`src/common/adc_pkg.sv`:
```
// shared constants of the integrating adc controller: widths, register map, switch codes
// imported by the serial register bank, the run-up sequencer and the top level
`default_nettype none

package adc_pkg;

  //////////////////////////////
  // widths

  // register value and every host-visible counter
  localparam int data_w     = 24;
  // address byte at the head of a frame
  localparam int addr_w     = 8;
  // address byte plus value
  localparam int frame_bits = 32;
  // set in the address byte -> read only, the write is dropped
  localparam int read_flag_bit = 7;
  // bit counter holds frame_bits and saturates above it
  localparam int bit_cnt_w  = $clog2(frame_bits) + 1;

  //////////////////////////////
  // register map

  localparam logic [addr_w-1:0] reg_led_addr        = 8'd7;
  // latched run-down count, read only
  localparam logic [addr_w-1:0] reg_rundown_addr    = 8'd8;
  localparam logic [addr_w-1:0] reg_phases_addr     = 8'd9;
  // latched up-phase count, read only
  localparam logic [addr_w-1:0] reg_count_up_addr   = 8'd10;
  // write-only action, no storage behind it
  localparam logic [addr_w-1:0] reg_soft_reset_addr = 8'd11;
  // bit 0 is run
  localparam logic [addr_w-1:0] reg_ctrl_addr       = 8'd12;

  //////////////////////////////
  // integrator switch codes

  // {sig, n, p}
  localparam logic [2:0] mux_off = 3'b000;
  localparam logic [2:0] mux_p   = 3'b001;
  localparam logic [2:0] mux_n   = 3'b010;
  // signal switch, or'ed onto p or n during run-up
  localparam logic [2:0] mux_sig = 3'b100;

  //////////////////////////////
  // defaults and timing

  localparam logic [2:0]        led_soft_default   = 3'b101;
  localparam logic [data_w-1:0] phases_default     = 24'd10;
  // interrupt low time before the next conversion
  localparam int                done_hold_clks     = 8;
  localparam int                hold_w             = $clog2(done_hold_clks) + 1;
  // run-up phase length in clk cycles on the board
  localparam int                phase_clks_default = 10000;

endpackage

`default_nettype wire

```
`src/hw/spi_reg_bank/spi_reg_bank.sv`:
```
// serial slave and host register file; oversamples the four serial pins in the clk domain
// frame is an address byte then a 24-bit value, msb first, written when cs_n rises
`timescale 1ns/1ps
`default_nettype none

module spi_reg_bank (
  input  wire logic                        clk,
  input  wire logic                        rst_n,
  input  wire logic                        spi_clk,
  input  wire logic                        spi_cs_n,
  input  wire logic                        spi_mosi,
  output logic                             spi_miso,
  input  wire logic [adc_pkg::data_w-1:0]  rundown_count,
  input  wire logic [adc_pkg::data_w-1:0]  count_up,
  output logic [2:0]                       led,
  output logic [adc_pkg::data_w-1:0]       phases,
  output logic                             run
);

  import adc_pkg::*;

  // [0],[1] synchronize, [2] is the previous synchronized value for edge detect
  logic [2:0] sclk_r;
  logic [2:0] cs_r;
  // mosi only needs to line up with sclk_r[1]
  logic [1:0] mosi_r;

  logic sclk_rise;
  logic sclk_fall;
  logic cs_rise;
  logic cs_active;

  logic [frame_bits-1:0] shift_in;
  logic [data_w-1:0]     shift_out;
  logic [bit_cnt_w-1:0]  bit_cnt;
  logic                  miso_q;

  // read address without its read flag, as it stands after the 8th rising edge
  logic [addr_w-1:0]     rd_addr;
  logic [data_w-1:0]     rd_val;

  //////////////////////////////
  // pin synchronizers

  always_ff @(posedge clk)
  begin
    if (!rst_n)
    begin
      // idle bus: clock low, select high
      sclk_r <= '0;
      cs_r   <= '1;
      mosi_r <= '0;
    end
    else
    begin
      sclk_r <= {sclk_r[1:0], spi_clk};
      cs_r   <= {cs_r[1:0], spi_cs_n};
      mosi_r <= {mosi_r[0], spi_mosi};
    end
  end

  assign sclk_rise = sclk_r[1] & ~sclk_r[2];
  assign sclk_fall = ~sclk_r[1] & sclk_r[2];
  assign cs_rise   = cs_r[1] & ~cs_r[2];
  assign cs_active = ~cs_r[1];

  //////////////////////////////
  // read select

  // top bit forced low so a read-flagged address still selects its register
  assign rd_addr = {1'b0, shift_in[addr_w-3:0], mosi_r[1]};

  always_comb
  begin
    case (rd_addr)
      reg_led_addr:      rd_val = {{(data_w-3){1'b0}}, led};
      reg_rundown_addr:  rd_val = rundown_count;
      reg_phases_addr:   rd_val = phases;
      reg_count_up_addr: rd_val = count_up;
      reg_ctrl_addr:     rd_val = {{(data_w-1){1'b0}}, run};
      default:           rd_val = '0;
    endcase
  end

  //////////////////////////////
  // frame shifter

  always_ff @(posedge clk)
  begin
    if (!rst_n)
    begin
      bit_cnt <= '0;
      miso_q  <= 1'b0;
    end
    else if (!cs_active)
    begin
      bit_cnt <= '0;
      miso_q  <= 1'b0;
    end
    else if (sclk_rise)
    begin
      // saturate so an overlong frame never looks like exactly 32 bits
      if (bit_cnt != '1)
        bit_cnt <= bit_cnt + 1'b1;
    end
    else if (sclk_fall && bit_cnt >= bit_cnt_w'(addr_w))
    begin
      // 8th falling edge puts bit 23 out, every later one the next bit
      miso_q <= shift_out[data_w-1];
    end
  end

  // payload shift registers
  always_ff @(posedge clk)
  begin
    if (cs_active && sclk_rise)
    begin
      shift_in <= {shift_in[frame_bits-2:0], mosi_r[1]};
      // this rising edge completes the address byte
      if (bit_cnt == bit_cnt_w'(addr_w - 1))
        shift_out <= rd_val;
    end
    else if (cs_active && sclk_fall && bit_cnt >= bit_cnt_w'(addr_w))
    begin
      shift_out <= shift_out << 1;
    end
  end

  assign spi_miso = miso_q;

  //////////////////////////////
  // register writes at the end of a frame

  always_ff @(posedge clk)
  begin
    if (!rst_n)
    begin
      led    <= '0;
      phases <= phases_default;
      run    <= 1'b0;
    end
    else if (cs_rise && bit_cnt == bit_cnt_w'(frame_bits))
    begin
      // full address byte compared, a set read flag matches nothing
      case (shift_in[frame_bits-1 -: addr_w])
        reg_led_addr:    led    <= shift_in[2:0];
        reg_phases_addr: phases <= shift_in[data_w-1:0];
        reg_ctrl_addr:   run    <= shift_in[0];
        reg_soft_reset_addr:
        begin
          led <= led_soft_default;
          // conversions stop as well
          run <= 1'b0;
        end
        default:
        begin
          led <= led;
        end
      endcase
    end
  end

endmodule

`default_nettype wire

```
`src/hw/runup_sequencer/runup_sequencer.sv`:
```
// multi-slope conversion sequencer: fixed-length run-up phases steered by the comparator,
// then a timed run-down to the crossing, results latched and int_n pulled low
`timescale 1ns/1ps
`default_nettype none

module runup_sequencer #(
  parameter int phase_clks = adc_pkg::phase_clks_default
) (
  input  wire logic                        clk,
  input  wire logic                        rst_n,
  input  wire logic                        cmp_out,
  input  wire logic                        run,
  input  wire logic [adc_pkg::data_w-1:0]  phases,
  output logic [2:0]                       mux,
  output logic                             latch_ctl,
  output logic                             int_n,
  output logic [adc_pkg::data_w-1:0]       rundown_count,
  output logic [adc_pkg::data_w-1:0]       count_up
);

  import adc_pkg::*;

  typedef enum logic [2:0] {
    st_idle,
    st_init,
    st_runup,
    st_rundown,
    st_done
  } seq_state_t;

  seq_state_t state;

  // comparator synchronizer, [2] is the value the fsm acts on
  logic [2:0] cmp_r;
  logic       cmp_s;
  logic       cmp_edge;

  logic [data_w-1:0] phase_tmr;
  logic [data_w-1:0] up_cnt;
  logic [data_w-1:0] down_cnt;
  // sampled phases so far
  logic [data_w-1:0] phase_cnt;
  logic [data_w-1:0] rd_cnt;
  logic [hold_w-1:0] hold_tmr;

  logic       phase_end;
  logic [2:0] ref_dir;

  //////////////////////////////
  // comparator sync and edge detect

  always_ff @(posedge clk)
  begin
    if (!rst_n)
      cmp_r <= '0;
    else
      cmp_r <= {cmp_r[1:0], cmp_out};
  end

  assign cmp_s    = cmp_r[2];
  // either direction of crossing ends the run-down
  assign cmp_edge = cmp_r[2] ^ cmp_r[1];

  // every sample counts as exactly one up or one down
  assign phase_cnt = up_cnt + down_cnt;
  assign phase_end = (phase_tmr == data_w'(phase_clks - 1));
  // integrator above zero -> drive it back down with n
  assign ref_dir   = cmp_s ? mux_n : mux_p;

  // comparator latch is not used, keep it transparent
  assign latch_ctl = 1'b0;

  //////////////////////////////
  // conversion fsm

  always_ff @(posedge clk)
  begin
    if (!rst_n)
    begin
      state         <= st_idle;
      mux           <= mux_off;
      int_n         <= 1'b1;
      phase_tmr     <= '0;
      up_cnt        <= '0;
      down_cnt      <= '0;
      rd_cnt        <= '0;
      hold_tmr      <= '0;
      rundown_count <= '0;
      count_up      <= '0;
    end
    else
    begin
      case (state)
        st_idle:
        begin
          mux   <= mux_off;
          int_n <= 1'b1;
          if (run)
            state <= st_init;
        end

        st_init:
        begin
          phase_tmr <= '0;
          up_cnt    <= '0;
          down_cnt  <= '0;
          rd_cnt    <= '0;
          // first phase always goes p and is not counted
          mux       <= mux_sig | mux_p;
          state     <= st_runup;
        end

        st_runup:
        begin
          phase_tmr <= phase_tmr + 1'b1;
          if (phase_end)
          begin
            phase_tmr <= '0;
            if (cmp_s)
              up_cnt <= up_cnt + 1'b1;
            else
              down_cnt <= down_cnt + 1'b1;
            // last sample: keep its direction but open the signal switch
            if (phase_cnt + 1'b1 >= phases)
            begin
              mux    <= ref_dir;
              rd_cnt <= '0;
              state  <= st_rundown;
            end
            else
            begin
              mux <= mux_sig | ref_dir;
            end
          end
        end

        st_rundown:
        begin
          rd_cnt <= rd_cnt + 1'b1;
          if (cmp_edge)
          begin
            mux           <= mux_off;
            // count includes this cycle
            rundown_count <= rd_cnt + 1'b1;
            count_up      <= up_cnt;
            int_n         <= 1'b0;
            hold_tmr      <= '0;
            state         <= st_done;
          end
        end

        st_done:
        begin
          hold_tmr <= hold_tmr + 1'b1;
          // int_n has been low done_hold_clks cycles
          if (hold_tmr == hold_w'(done_hold_clks - 1))
          begin
            int_n <= 1'b1;
            state <= run ? st_init : st_idle;
          end
        end

        default:
        begin
          state <= st_idle;
        end
      endcase
    end
  end

endmodule

`default_nettype wire

```
`src/hw/adc_top.sv`:
```
// top of the integrating adc controller; wires the board pins to the register bank
// and the run-up sequencer, with no logic of its own
`timescale 1ns/1ps
`default_nettype none

module adc_top #(
  // run-up phase length, shortened in simulation
  parameter int phase_clks = adc_pkg::phase_clks_default
) (
  input  wire logic       clk,
  input  wire logic       rst_n,
  input  wire logic       spi_clk,
  input  wire logic       spi_cs_n,
  input  wire logic       spi_mosi,
  output logic            spi_miso,
  input  wire logic       cmp_out,
  output logic [2:0]      mux,
  output logic            latch_ctl,
  output logic            int_n,
  output logic [2:0]      led
);

  import adc_pkg::*;

  // host control into the sequencer
  logic              run;
  logic [data_w-1:0] phases;
  // latched results back to the host, stable between conversions
  logic [data_w-1:0] rundown_count;
  logic [data_w-1:0] count_up;

  //////////////////////////////
  // serial register bank

  spi_reg_bank regs0 (
    .clk           (clk),
    .rst_n         (rst_n),
    .spi_clk       (spi_clk),
    .spi_cs_n      (spi_cs_n),
    .spi_mosi      (spi_mosi),
    .spi_miso      (spi_miso),
    .rundown_count (rundown_count),
    .count_up      (count_up),
    .led           (led),
    .phases        (phases),
    .run           (run)
  );

  //////////////////////////////
  // conversion sequencer

  runup_sequencer #(
    .phase_clks (phase_clks)
  ) seq0 (
    .clk           (clk),
    .rst_n         (rst_n),
    .cmp_out       (cmp_out),
    .run           (run),
    .phases        (phases),
    .mux           (mux),
    .latch_ctl     (latch_ctl),
    .int_n         (int_n),
    .rundown_count (rundown_count),
    .count_up      (count_up)
  );

endmodule

`default_nettype wire

```
`config.mk`:
```
export PLATFORM = sky130hd
export DESIGN_NAME = adc_top
export DESIGN_NICKNAME = d
export VERILOG_FILES = /design/src/common/adc_pkg.sv /design/src/hw/spi_reg_bank/spi_reg_bank.sv /design/src/hw/runup_sequencer/runup_sequencer.sv /design/src/hw/adc_top.sv
export SDC_FILE = /design/constraint.sdc
export NUM_CORES = 1
export LEC_CHECK = 0
export BUFFER_PORTS_ARGS = -buffer_cell sky130_fd_sc_hd__buf_4
export CORE_UTILIZATION = 40
export CTS_CLUSTER_SIZE = 16
export DETAILED_ROUTE_END_ITERATION = 7
export HOLD_SLACK_MARGIN = 0.05
export PLACE_DENSITY = 0.64
export SLEW_MARGIN = 20
export SYNTH_ARGS = -nofsm -noshare
export SYNTH_HDL_FRONTEND = slang
export SYNTH_SLANG_ARGS = --single-unit
```
`constraint.sdc`:
```
create_clock -name clk -period 8.5 [get_ports clk]
set_input_delay 0 -clock clk [delete_from_list [all_inputs] [get_ports clk]]
set_output_delay 0 -clock clk [all_outputs]
set_load 0.02 [all_outputs]
```
; Yosys cells after proc, flatten, opt, wreduce, memory -nomap -nowiden
; Cells that the tools add are included.
[totals]
reg_bits = 257
in_bits = 6
output_inout_bits = 9
wordCells = 130
[op_classes]
n_addsub = 8
order_cmp = 2
n_eq_ne = 26
muxes = 34
bitwise_logic = 10
n_reduce_logical = 29
[op_table]
columns = cell, count
row1 = two-way mux 24 bit, 10
row2 = case mux 24 bit (2 select lines), 3
row3 = "adder 24 x 1 -> 24 bit, second input constant", 5
row4 = case mux 24 bit (5 select lines), 1
row5 = case mux 24 bit (3 select lines), 1
row6 = "== test 7 x 4 -> 1 bit, second input constant", 4
row7 = adder 24 bit, 1
row8 = "== test 24 x 14 -> 1 bit, second input constant", 1
row9 = "== test 8 x 4 -> 1 bit, second input constant", 3
row10 = >= comparator 24 bit, 1
row11 = two-way mux 3 bit, 8
row12 = AND reduction 2 bit, 8
row13 = case mux 3 bit (5 select lines), 1
row14 = AND reduction 3 bit, 5
row15 = case mux 3 bit (4 select lines), 1
row16 = "inequality test 2 x 1 -> 1 bit, second input constant", 5
row17 = nonzero test 2 bit, 5
row18 = "== test 8 x 3 -> 1 bit, second input constant", 1
row19 = case mux 4 bit (2 select lines), 1
row20 = "== test 7 x 3 -> 1 bit, second input constant", 1
row21 = "adder 6 x 1 -> 6 bit, second input constant", 1
row22 = "== test 3 x 2 -> 1 bit, second input constant", 2
row23 = "== test 6 x 3 -> 1 bit, second input constant", 1
row24 = "== test 6 bit, second input constant", 1
row25 = 22 further kinds, 38

; Logic depth before layout (Yosys ltp)
; Gate-level depths: netlist of run 1.
[depth]
depth_word = 6
mapped_depth = 24
depth_no_buf = 22

; Modules after synthesis
; A second synthesis of run 1 with hierarchy kept.
[hier_totals]
cells_unflattened = 1500
area_unflattened_um2 = 13138.9
[modules_own_cells]
columns = module, instances, cells_per_inst, area_per_inst_um2, seq_area_each_um2
row1 = runup_sequencer, 1, 1119, 8847.2, 3163.0
row2 = spi_reg_bank, 1, 381, 4291.6, 2542.4

; Least setup slack after synthesis of run 1
; OpenSTA, ideal clock, no wires.
[synth_path]
path_type = register to register
start = register seq0.down_cnt[0]
end = register seq0.rd_cnt[9]
setup_ns = 0.132
t_arrival_ns = 3.903
t_required_ns = 8.368
path_slack_ns = 4.465
stages_incl_launch_ff = 25
path_buffers = 2
synth_period_minus_slack_ns = 4.035
cell_sequence = dfxtp_1 > inv_1 > ha_1 > fa_1 > nor2b_1 > o21a_1 > o21ai_0 > a21oi_1 > a21oi_1 > nor2b_1 > o21ai_0 > a211o_1 > xnor2_1 > ha_1 > nand4_1 > nor2_1 > a21oi_1 > o211a_1 > o21ai_0 > a31oi_1 > o211ai_1 > and3_1 > clkbuf_1 > buf_2 > a31oi_1
[synth_via]
elab_chain_len = 5
[synth_lines]
columns = element, line_no
row1 = "start, declared", runup_sequencer.sv:40  ; logic [data_w-1:0] down_cnt;
row2 = "start signal, assigned", runup_sequencer.sv:122  ; down_cnt <= down_cnt + 1'b1;
row3 = adder 24 bit, runup_sequencer.sv:65  ; assign phase_cnt = up_cnt + down_cnt;
row4 = adder 24 x 1 -> 24 bit, runup_sequencer.sv:124  ; if (phase_cnt + 1'b1 >= phases)
row5 = >= comparator 24 bit, runup_sequencer.sv:124
row6 = inequality test 2 x 1 -> 1 bit (no line), n/a
row7 = AND reduction 3 bit (no line), n/a
row8 = "end signal, assigned", runup_sequencer.sv:139  ; rd_cnt <= rd_cnt + 1'b1;
row9 = "end, declared", runup_sequencer.sv:43  ; logic [data_w-1:0] rd_cnt;
; No other way between the ends.
; A chain may end at the register's enable or synchronous reset.

; Worst setup path in the final report of run 1
[layout_path]
start = register seq0.down_cnt[0]
end = register seq0.rd_cnt[15]
; Same word-level chain as after synthesis.

==> results of run 1 <==
-- per-layer routing --
layer  GRT usage, %  routed length, µm  part of all wire (%)
met1           25.5              14700                    50
met2           29.2              13100                    45
met3           2.17                949                   3.2
met4           4.87                558                   1.9
met5              0                  0                     0
-- state kept, by name (all words and copies together), names as in the netlist, 4 cells and up --
register and flops:
seq0.down_cnt 24, regs0.phases 24, seq0.phase_tmr 24, seq0.up_cnt 24, seq0.hold_tmr 4, seq0.rd_cnt 24, seq0.rundown_count 24, seq0.count_up 24
regs0.bit_cnt 6, regs0.shift_in 32, regs0.shift_out 24
-- Yosys cell counts, drive strengths merged (3+ instances only) --
library cell | number | area (µm²)
a31oi | 20 | 125
mux2i | 47 | 470
nand4b | 5 | 43.8
nor2b | 43 | 269
inv | 43 | 161
nor3 | 22 | 141
or4 | 6 | 52.6
nor2 | 119 | 462
o21ai | 95 | 475
or2 | 5 | 31.3
o211a | 26 | 260
nand2b | 16 | 103
ha | 54 | 676
o22ai | 20 | 125
nor4 | 4 | 40.0
o31ai | 3 | 22.5
a22oi | 3 | 22.5
xnor2 | 40 | 350
a21boi | 31 | 233
nand3 | 54 | 275
nand2 | 196 | 736
xor2 | 49 | 429
edfxtp | 56 | 1680
a211o | 3 | 26.3
a22o | 21 | 184
nand4 | 20 | 140
o21a | 9 | 67.6
or3 | 12 | 75.1
clkbuf | 57 | 214
and2 | 26 | 164
and3 | 25 | 156
a211oi | 5 | 37.5
dfxtp | 201 | 4020
buf | 11 | 53.8
a21o | 15 | 113
a21oi | 54 | 274
-- per-stage QoR --
step                      std cells  util (%)  worst slack (ns)  area [µm²]  total power, W
after floorplan                1442         -              4.47       13000         0.00130
after global placement         1800      42.2              3.62       13400         0.00131
after detailed placement       1800      42.2              3.58       13400         0.00131
after CTS                      1859      45.5              3.56       14400         0.00260
after global routing           1859      45.6              3.17       14400         0.00265
final                          1859      45.6              3.64       14400         0.00257
-- final cells by class --
cell class / count / share of cell area (%)
multi-input combinational: 1074 / 47.4
clock inverter: 17 / 1.31
inverter: 43 / 1.12
clock buffer: 35 / 5.46
timing repair buffer: 31 / 1.73
sequential: 257 / 39.5
tap: 402 / 3.48
-- how the worst max path moves through the flow --
stage | endpoint | slack [ns] | cells after the start
6_report | seq0.rd_cnt[15] | 3.64 | 18
5_1_grt | seq0.rd_cnt[5] | 3.17 | 22
4_1_cts | seq0.rd_cnt[15] | 3.56 | 18
3_5_place_dp | seq0.rd_cnt[9] | 3.58 | 22
3_3_place_gp | seq0.rd_cnt[1] | 3.62 | 22
2_1_floorplan | seq0.rd_cnt[9] | 4.47 | 24
-- power breakdown --
| part | internal (W) | total [W] | switching (W) |
|---|---|---|---|
| sequential | 0.00125 | 0.00125 | 0.00000248 |
| combinational | 0.0000135 | 0.0000355 | 0.0000220 |
| clock | 0.000778 | 0.00128 | 0.000505 |
-- logic make-up after synthesis --
family                   Yosys count  synth area share (%)
adder cells (fa/ha/maj)           55                  5.37
flip-flops                       257                  44.0
other                              1                0.0289
AND/OR/NAND/NOR                  562                  21.3
AO/OA/AOI/OAI                    318                  16.1
multiplexers                      49                  3.81
XOR/XNOR                          89                  6.02
buffers and inverters            111                  3.31
-- worst register-to-register path, delay by kind of cell (launching register included) --
family                   cells  cell delay, ns
AO/OA/AOI/OAI                9            1.92
AND/OR/NAND/NOR              4            1.17
adder cells (fa/ha/maj)      3            0.94
flip-flops                   1            0.45
XOR/XNOR                     1            0.14
buffers and inverters        1            0.10
==> results by group, run 1 <==
Outcome
  – Status: completed

Clock tree
  – CTS tree: built
  – CTS sink cnt: around 260
  – Max clock buf depth: 3
  – Root Driver: clkbuf_16
  – # Post-CTS Setup Buffers: 0
  – CTS Buf Count: 28
  – Number of buffers inserted by hold repair at cts: 7
  – Clock slew at reported path FFs: about 0.070 ns
  – Post-cts sizing count: 0
  – # H-tree levels: 1
  – Clock Latency Late Sink: between 0.5 and 0.6 ns

Route
  – Routed Antenna Nets: 0
  – WL per Instance: between 15 and 20 µm
  – Vias per inst: 5.38
  – DRC Markers: 0
  – Post-Route WL: between 20,000 and 30,000 µm
  – First-pass DRT Iterations: 4
  – Initial DRC count: 536
  – Routed vias: 9,998

Floorplan
  – Die height: 182 µm
  – Die W: roughly 180 µm
  – Core Area: roughly 32,000 µm²
  – Rows: 65
  – Initial Util: between 40% and 50%
  – Die Area: between 30,000 and 40,000 µm²
  – I/O pins: 15

Pwr
  – Pleak: 5.63 nW
  – VDD IR max: 0.148 mV
  – PwrDens: 178 nW/µm²

Worst setup path
  – Worst path buffer plus inverter count: 1
  – CP cell instances: inv_1, ha_1, fa_1, nor2b_1, o21a_1, o21ai_0, a211oi_1, o221ai_1, a211oi_1, nor2_1, xnor2_1, ha_1, nand4_1, o21ai_0, a31oi_1, o211ai_1, and3_1, a31oi_1
  – Worst R2R Setup Slack: around 3.6 ns
  – Largest fanout on the critical path: 24
  – Cell count of the worst reg-to-reg path: 18
  – Top Family by Delay on Critical Path: compound AO/OA/AOI/OAI gates
  – RR Endpoint: seq0.rd_cnt[15]
  – Slowest CP cell: and3_1
  – Crit Path Class: reg2reg
  – Worst R2R Start: seq0.down_cnt[0]
  – Nature of the critical path endpoint: register
  – Crit. Startpoint: seq0.down_cnt[0]
  – CP arrival: 5.25 ns
  – Slowest stage delay, CP: 0.82 ns
  – Startpoint Class: register
  – WP data required: about 8.9 ns

Global routing
  – Largest net degree at the start of global routing: 86
  – GRT overflow: 0
  – GRT Total Usage: a little under a fifth
  – First-pass GRT wire length: 49,100 µm
  – Initial antenna violation count: 0
  – Vias in the first global route: between 9,000 and 10,000

Logic synthesis
  – Warnings from Yosys: 0
  – Top_reg_cell synth: dfxtp_1
  – Post-synthesis sequential area ratio: 44.0%
  – Syn Inst Count: approximately 1,400
  – Syn_nets: roughly 1,500
  – Distinct cell type count of the synthesized netlist: 69
  – Syn avg cell area: around 9.0 µm²
  – Post-synth EDFFs: 56
  – Yosys reg bits: 257
  – Mapped cell area: roughly 13,000 µm²
  – FFs w/ async S/R, synth: 0%

Finish
  – N_diodes: 0
  – Commonest non-fill, non-tap cell in the layout: dfxtp_1
  – Area growth syn-to-layout: 11.5%
  – # fillers: 3,056
  – Most frequent cells in the layout: dfxtp_1, nand2_1, nor2_1, o21ai_0, edfxtp_1
  – Share of cells above drive strength 1: about 7.0%
  – Nets@finish: roughly 1,500
  – Seq. cell area: around 5700 µm²
  – Multi-input logic area: roughly 6800 µm²

STA
  – Setup_tns: 0 ns
  – Worst-Margin Slew: ~0.96 ns
  – Final Hold Viols: 0
  – Slew headroom: a little over a third
  – Setup violators final: 0
  – Fin Hold WS: about 0.19 ns
  – Min Tclk post-route: roughly 4.9 ns
  – Final Cycle Share: a little under three fifths
  – Pins Over Slew Limit: 0
  – FMAX: 0.206 GHz
  – Skew final: around 0.017 ns
  – RSZ-0062 raised after global routing: no

Worst hold path
  – Worst Hold Launch: spi_cs_n
  – Class of the worst hold path: in2reg
  – Hold-critical path depth: 3
  – Hold Path Sink: regs0.cs_r[0]

Placed design
  – Detail Placement HPWL: just over 20,000 µm
  – I/O Buffers: 13
  – Routability cong.: slightly above 0.8

Flow run
  – Max-cap violations: 0
(Power assumes the default switching activity.)
==> run 2, diff against run 1 <==
Settings changed: ABC_AREA from default to 1.
Clock period 8.5 ns to 4.75 ns, I/O delays scaled along.
==> results by group, run 2 <==
Logic synthesis
  – Distinct cell type count of the synthesized netlist: 43 (-38%)
  – FFs w/ async S/R, synth: 0% (unchanged)
  – Ranking of synthesized cells by area: dfxtp_1, nand2_1, edfxtp_1, a21oi_1, nor2_1
  – Top cells by count, synth: nand2_1, nor2_1, inv_1, dfxtp_1, a21oi_1
  – Synth area leader: dfxtp_1
  – Post-synthesis sequential area ratio: 39.8% (-4.2 points)
  – Syn_nets: 2,117 (+41%)
  – Warnings from Yosys: 0 (unchanged)
  – Synth top area share: 28.1% (-3.0 points)
  – Top_reg_cell synth: dfxtp_1
  – Syn Inst Count: 2,056 (+43%)
  – Mapped cell area: 14,300 µm² (+11%)
  – Post-synth EDFFs: 56 (unchanged)
  – Yosys reg bits: 257 (unchanged)
  – Most frequent cell after synthesis: nand2_1
  – Syn avg cell area: 6.97 µm² (-22%)

Worst setup path
  – Stages on worst setup path: 20 (+2)
  – Worst R2R Start: seq0.down_cnt[0]
  – CP arrival: 4.45 ns (-0.80 ns)
  – Worst R2R Setup Slack: 0.75 ns (-2.89 ns)
  – Slowest stage delay, CP: 0.48 ns (-0.34 ns)
  – Cell count of the worst reg-to-reg path: 20 (+2)
  – Slowest CP cell: fa_1
  – Crit. Startpoint: seq0.down_cnt[0]
  – Top Family by Delay on Critical Path: simple AND/OR/NAND/NOR gates
  – WP data required: 5.21 ns (-3.68 ns)
  – RR Endpoint: seq0.rd_cnt[7]
  – CP cell instances: inv_1, ha_1, fa_1, o21ai_0, a21oi_1, o21ai_0, nand2_1, nand3_1, nand2_1, ha_1, nand2_1, nor2_1, nand4_1, nor2_1, nand2_1, nand3_2, buf_4, nand3_1, nand2_1, nor2_1
  – Worst path buffer plus inverter count: 2 (+1)
  – Largest fanout on the critical path: 53 (+120%)
  – Startpoint Class: register
  – CP Capture Point: seq0.rd_cnt[7]
  – Most used cell, CP: nand2_1
  – Crit Path Class: reg2reg
  – Nature of the critical path endpoint: register

Route
  – Post-Route WL: 39,700 µm (+35%)
  – Initial DRC count: 1,177 (+120%)
  – DRC Markers: 0 (unchanged)
  – Routed Antenna Nets: 0 (unchanged)
  – WL per Instance: 15.8 µm (-0.12%)
  – Vias per inst: 5.29 (-1.6%)
  – Routed vias: 13,300 (+33%)
  – First-pass DRT Iterations: 6 (+2)

Flow run
  – Max-cap violations: 0 (unchanged)

Placed design
  – I/O Buffers: 13 (unchanged)
  – Routability cong.: 0.906 (+12%)
  – Detail Placement HPWL: 28,500 µm (+41%)
  – Placed cells: 2,462 (+37%)

Floorplan
  – Initial Util: 41.1% (+0.23 points)
  – I/O pins: 15 (unchanged)
  – Die height: 191 µm (+5.1%)
  – Rows: 68 (+4.6%)
  – Die W: 191 µm (+5.1%)
  – Core Area: 34,900 µm² (+10%)
  – Die Area: 36,600 µm² (+10%)

Clock tree
  – Root Driver: clkbuf_16
  – # Post-CTS Setup Buffers: 0 (unchanged)
  – # H-tree levels: 1 (unchanged)
  – Clock Latency Late Sink: 0.56 ns (about the same)
  – CTS Buf Count: 29 (+3.6%)
  – CTS tree: built
  – CTS sink cnt: 257 (unchanged)
  – Max clock buf depth: 3 (unchanged)
  – Clock slew at reported path FFs: 0.06 ns (about the same)

STA
  – Final Cycle Share: 84.1% (+27 points)
  – Pins Over Slew Limit: 0 (unchanged)
  – Worst-Margin Slew: 0.992 ns (+0.0367 ns)
  – Min Tclk post-route: 4.00 ns (-0.863 ns)
  – FMAX: 0.250 GHz (+22%)
  – Setup violators final: 0 (unchanged)
  – Slew headroom: 33.4% (-2.9 points)
  – Final Hold Viols: 0 (unchanged)
  – Setup_tns: 0 ns (unchanged)
  – RSZ-0062 raised after global routing: no
  – Skew final: 0.0261 ns (+0.00873 ns)

Global routing
  – First-pass GRT wire length: 64,400 µm (+31%)
  – GRT Total Usage: 21.9% (+3.8 points)
  – Largest net degree at the start of global routing: 87 (+1.2%)
  – Vias in the first global route: 12,400 (+28%)
  – Initial antenna violation count: 0 (unchanged)
  – GRT overflow: 0 (unchanged)

Finish
  – Most frequent cells in the layout: nand2_1, nor2_1, inv_1, dfxtp_1, a21oi_1
  – Commonest non-fill, non-tap cell in the layout: nand2_1
  – Biggest register: regs0.shift_in
  – Share of cells above drive strength 1: 4.65% (-2.4 points)
  – Max FFs per register: 32 (unchanged)
  – Final std cells w/o fill: 2,521 (+36%)
  – Final core utilization: 45.4% (-0.13 points)
  – N_diodes: 0 (unchanged)
  – Area growth syn-to-layout: 10.6%
  – Nets@finish: 2,104 (+41%)

Pwr
  – VDD IR max: 0.269 mV (+82%)
  – PwrDens: 349 nW/µm² (+96%)
  – Pleak: 6.27 nW (+11%)

Outcome
  – Status: completed

Worst hold path
  – Class of the worst hold path: in2reg
## run 2: cell count changes after synthesis, moves of 23 or more
cell / previous run / this run
nor2_1: 117 / 252
xnor2_1: 40 / 17
and3_1: 25 / 0
a21oi_1: 53 / 199
nand3_1: 53 / 134
nor2b_1: 43 / 0
o211a_1: 26 / 1
nand4_1: 19 / 47
a21boi_0: 31 / 0
inv_1: 43 / 224
mux2i_1: 47 / 0
nand2_1: 196 / 508
## run 2: cell families after synthesis
kind of cell             share of synthesized area, %
adder cells (fa/ha/maj)                          4.86
AO/OA/AOI/OAI                                    14.6
XOR/XNOR                                         3.12
other                                          0.0262
AND/OR/NAND/NOR                                  29.2
buffers and inverters                            8.36
flip-flops                                       39.8
## run 2: area by class of cell
cell class / instances / area [µm²]
sequential: 257 / 5710
clock buffer: 33 / 781
multi-input combinational: 1496 / 7460
inverter: 231 / 867
tap: 455 / 569
fill: 3577 / 19000
clock inverter: 21 / 239
timing repair buffer: 28 / 226
## run 2: timing repair
item                                   4_1_cts  5_1_grt
resized for setup                            0        0
endpoints found under the hold margin       26        0
hold buffers                                 5        0
## run 2: per-layer routing
metal	vias to the layer above	global-route usage (%)	share of wire, %
met5	-	0	0
met4	0	4.73	2.0
met3	56	2.31	5.8
met2	362	35.7	45
li1	6761	-	-
met1	6156	30.9	47
## run 2: worst min-delay path, stage by stage
cell           delay, ns
dlygate4sd3_1       0.53
buf_4               0.10
nand2_1             0.04
inv_1               0.05
## run 2: metrics by stage
step	hold WS [ns]	total power (W)	setup WS [ns]	area, µm²
4_1_cts	0.171	0.00557	0.778	15800
3_5_place_dp	0.188	0.00318	0.771	14800
3_3_place_gp	0.182	0.00316	0.985	14800
2_1_floorplan	0.0976	0.00302	0.00906	14300
6_report	0.185	0.00553	0.755	15800
5_1_grt	0.193	0.00576	0.207	15800
## run 2: worst min-delay path by stage
stage	start	depth (start not counted)	endpoint	slack, ns
final	cmp_out	4	seq0.cmp_r[0]	0.18
after global routing	spi_cs_n	3	regs0.cs_r[0]	0.19
after CTS	spi_clk	4	regs0.sclk_r[0]	0.17
after detailed placement	spi_clk	3	regs0.sclk_r[0]	0.19
after global placement	spi_clk	3	regs0.sclk_r[0]	0.18
after floorplan	spi_mosi	2	regs0.mosi_r[0]	0.1
## run 2: where the power goes
group	internal, W	switching [W]	total [W]
Sequential	0.00229	0.0000768	0.00237
Combinational	0.000221	0.000545	0.000766
Clock	0.00145	0.000940	0.00239
Total	0.00396	0.00156	0.00553
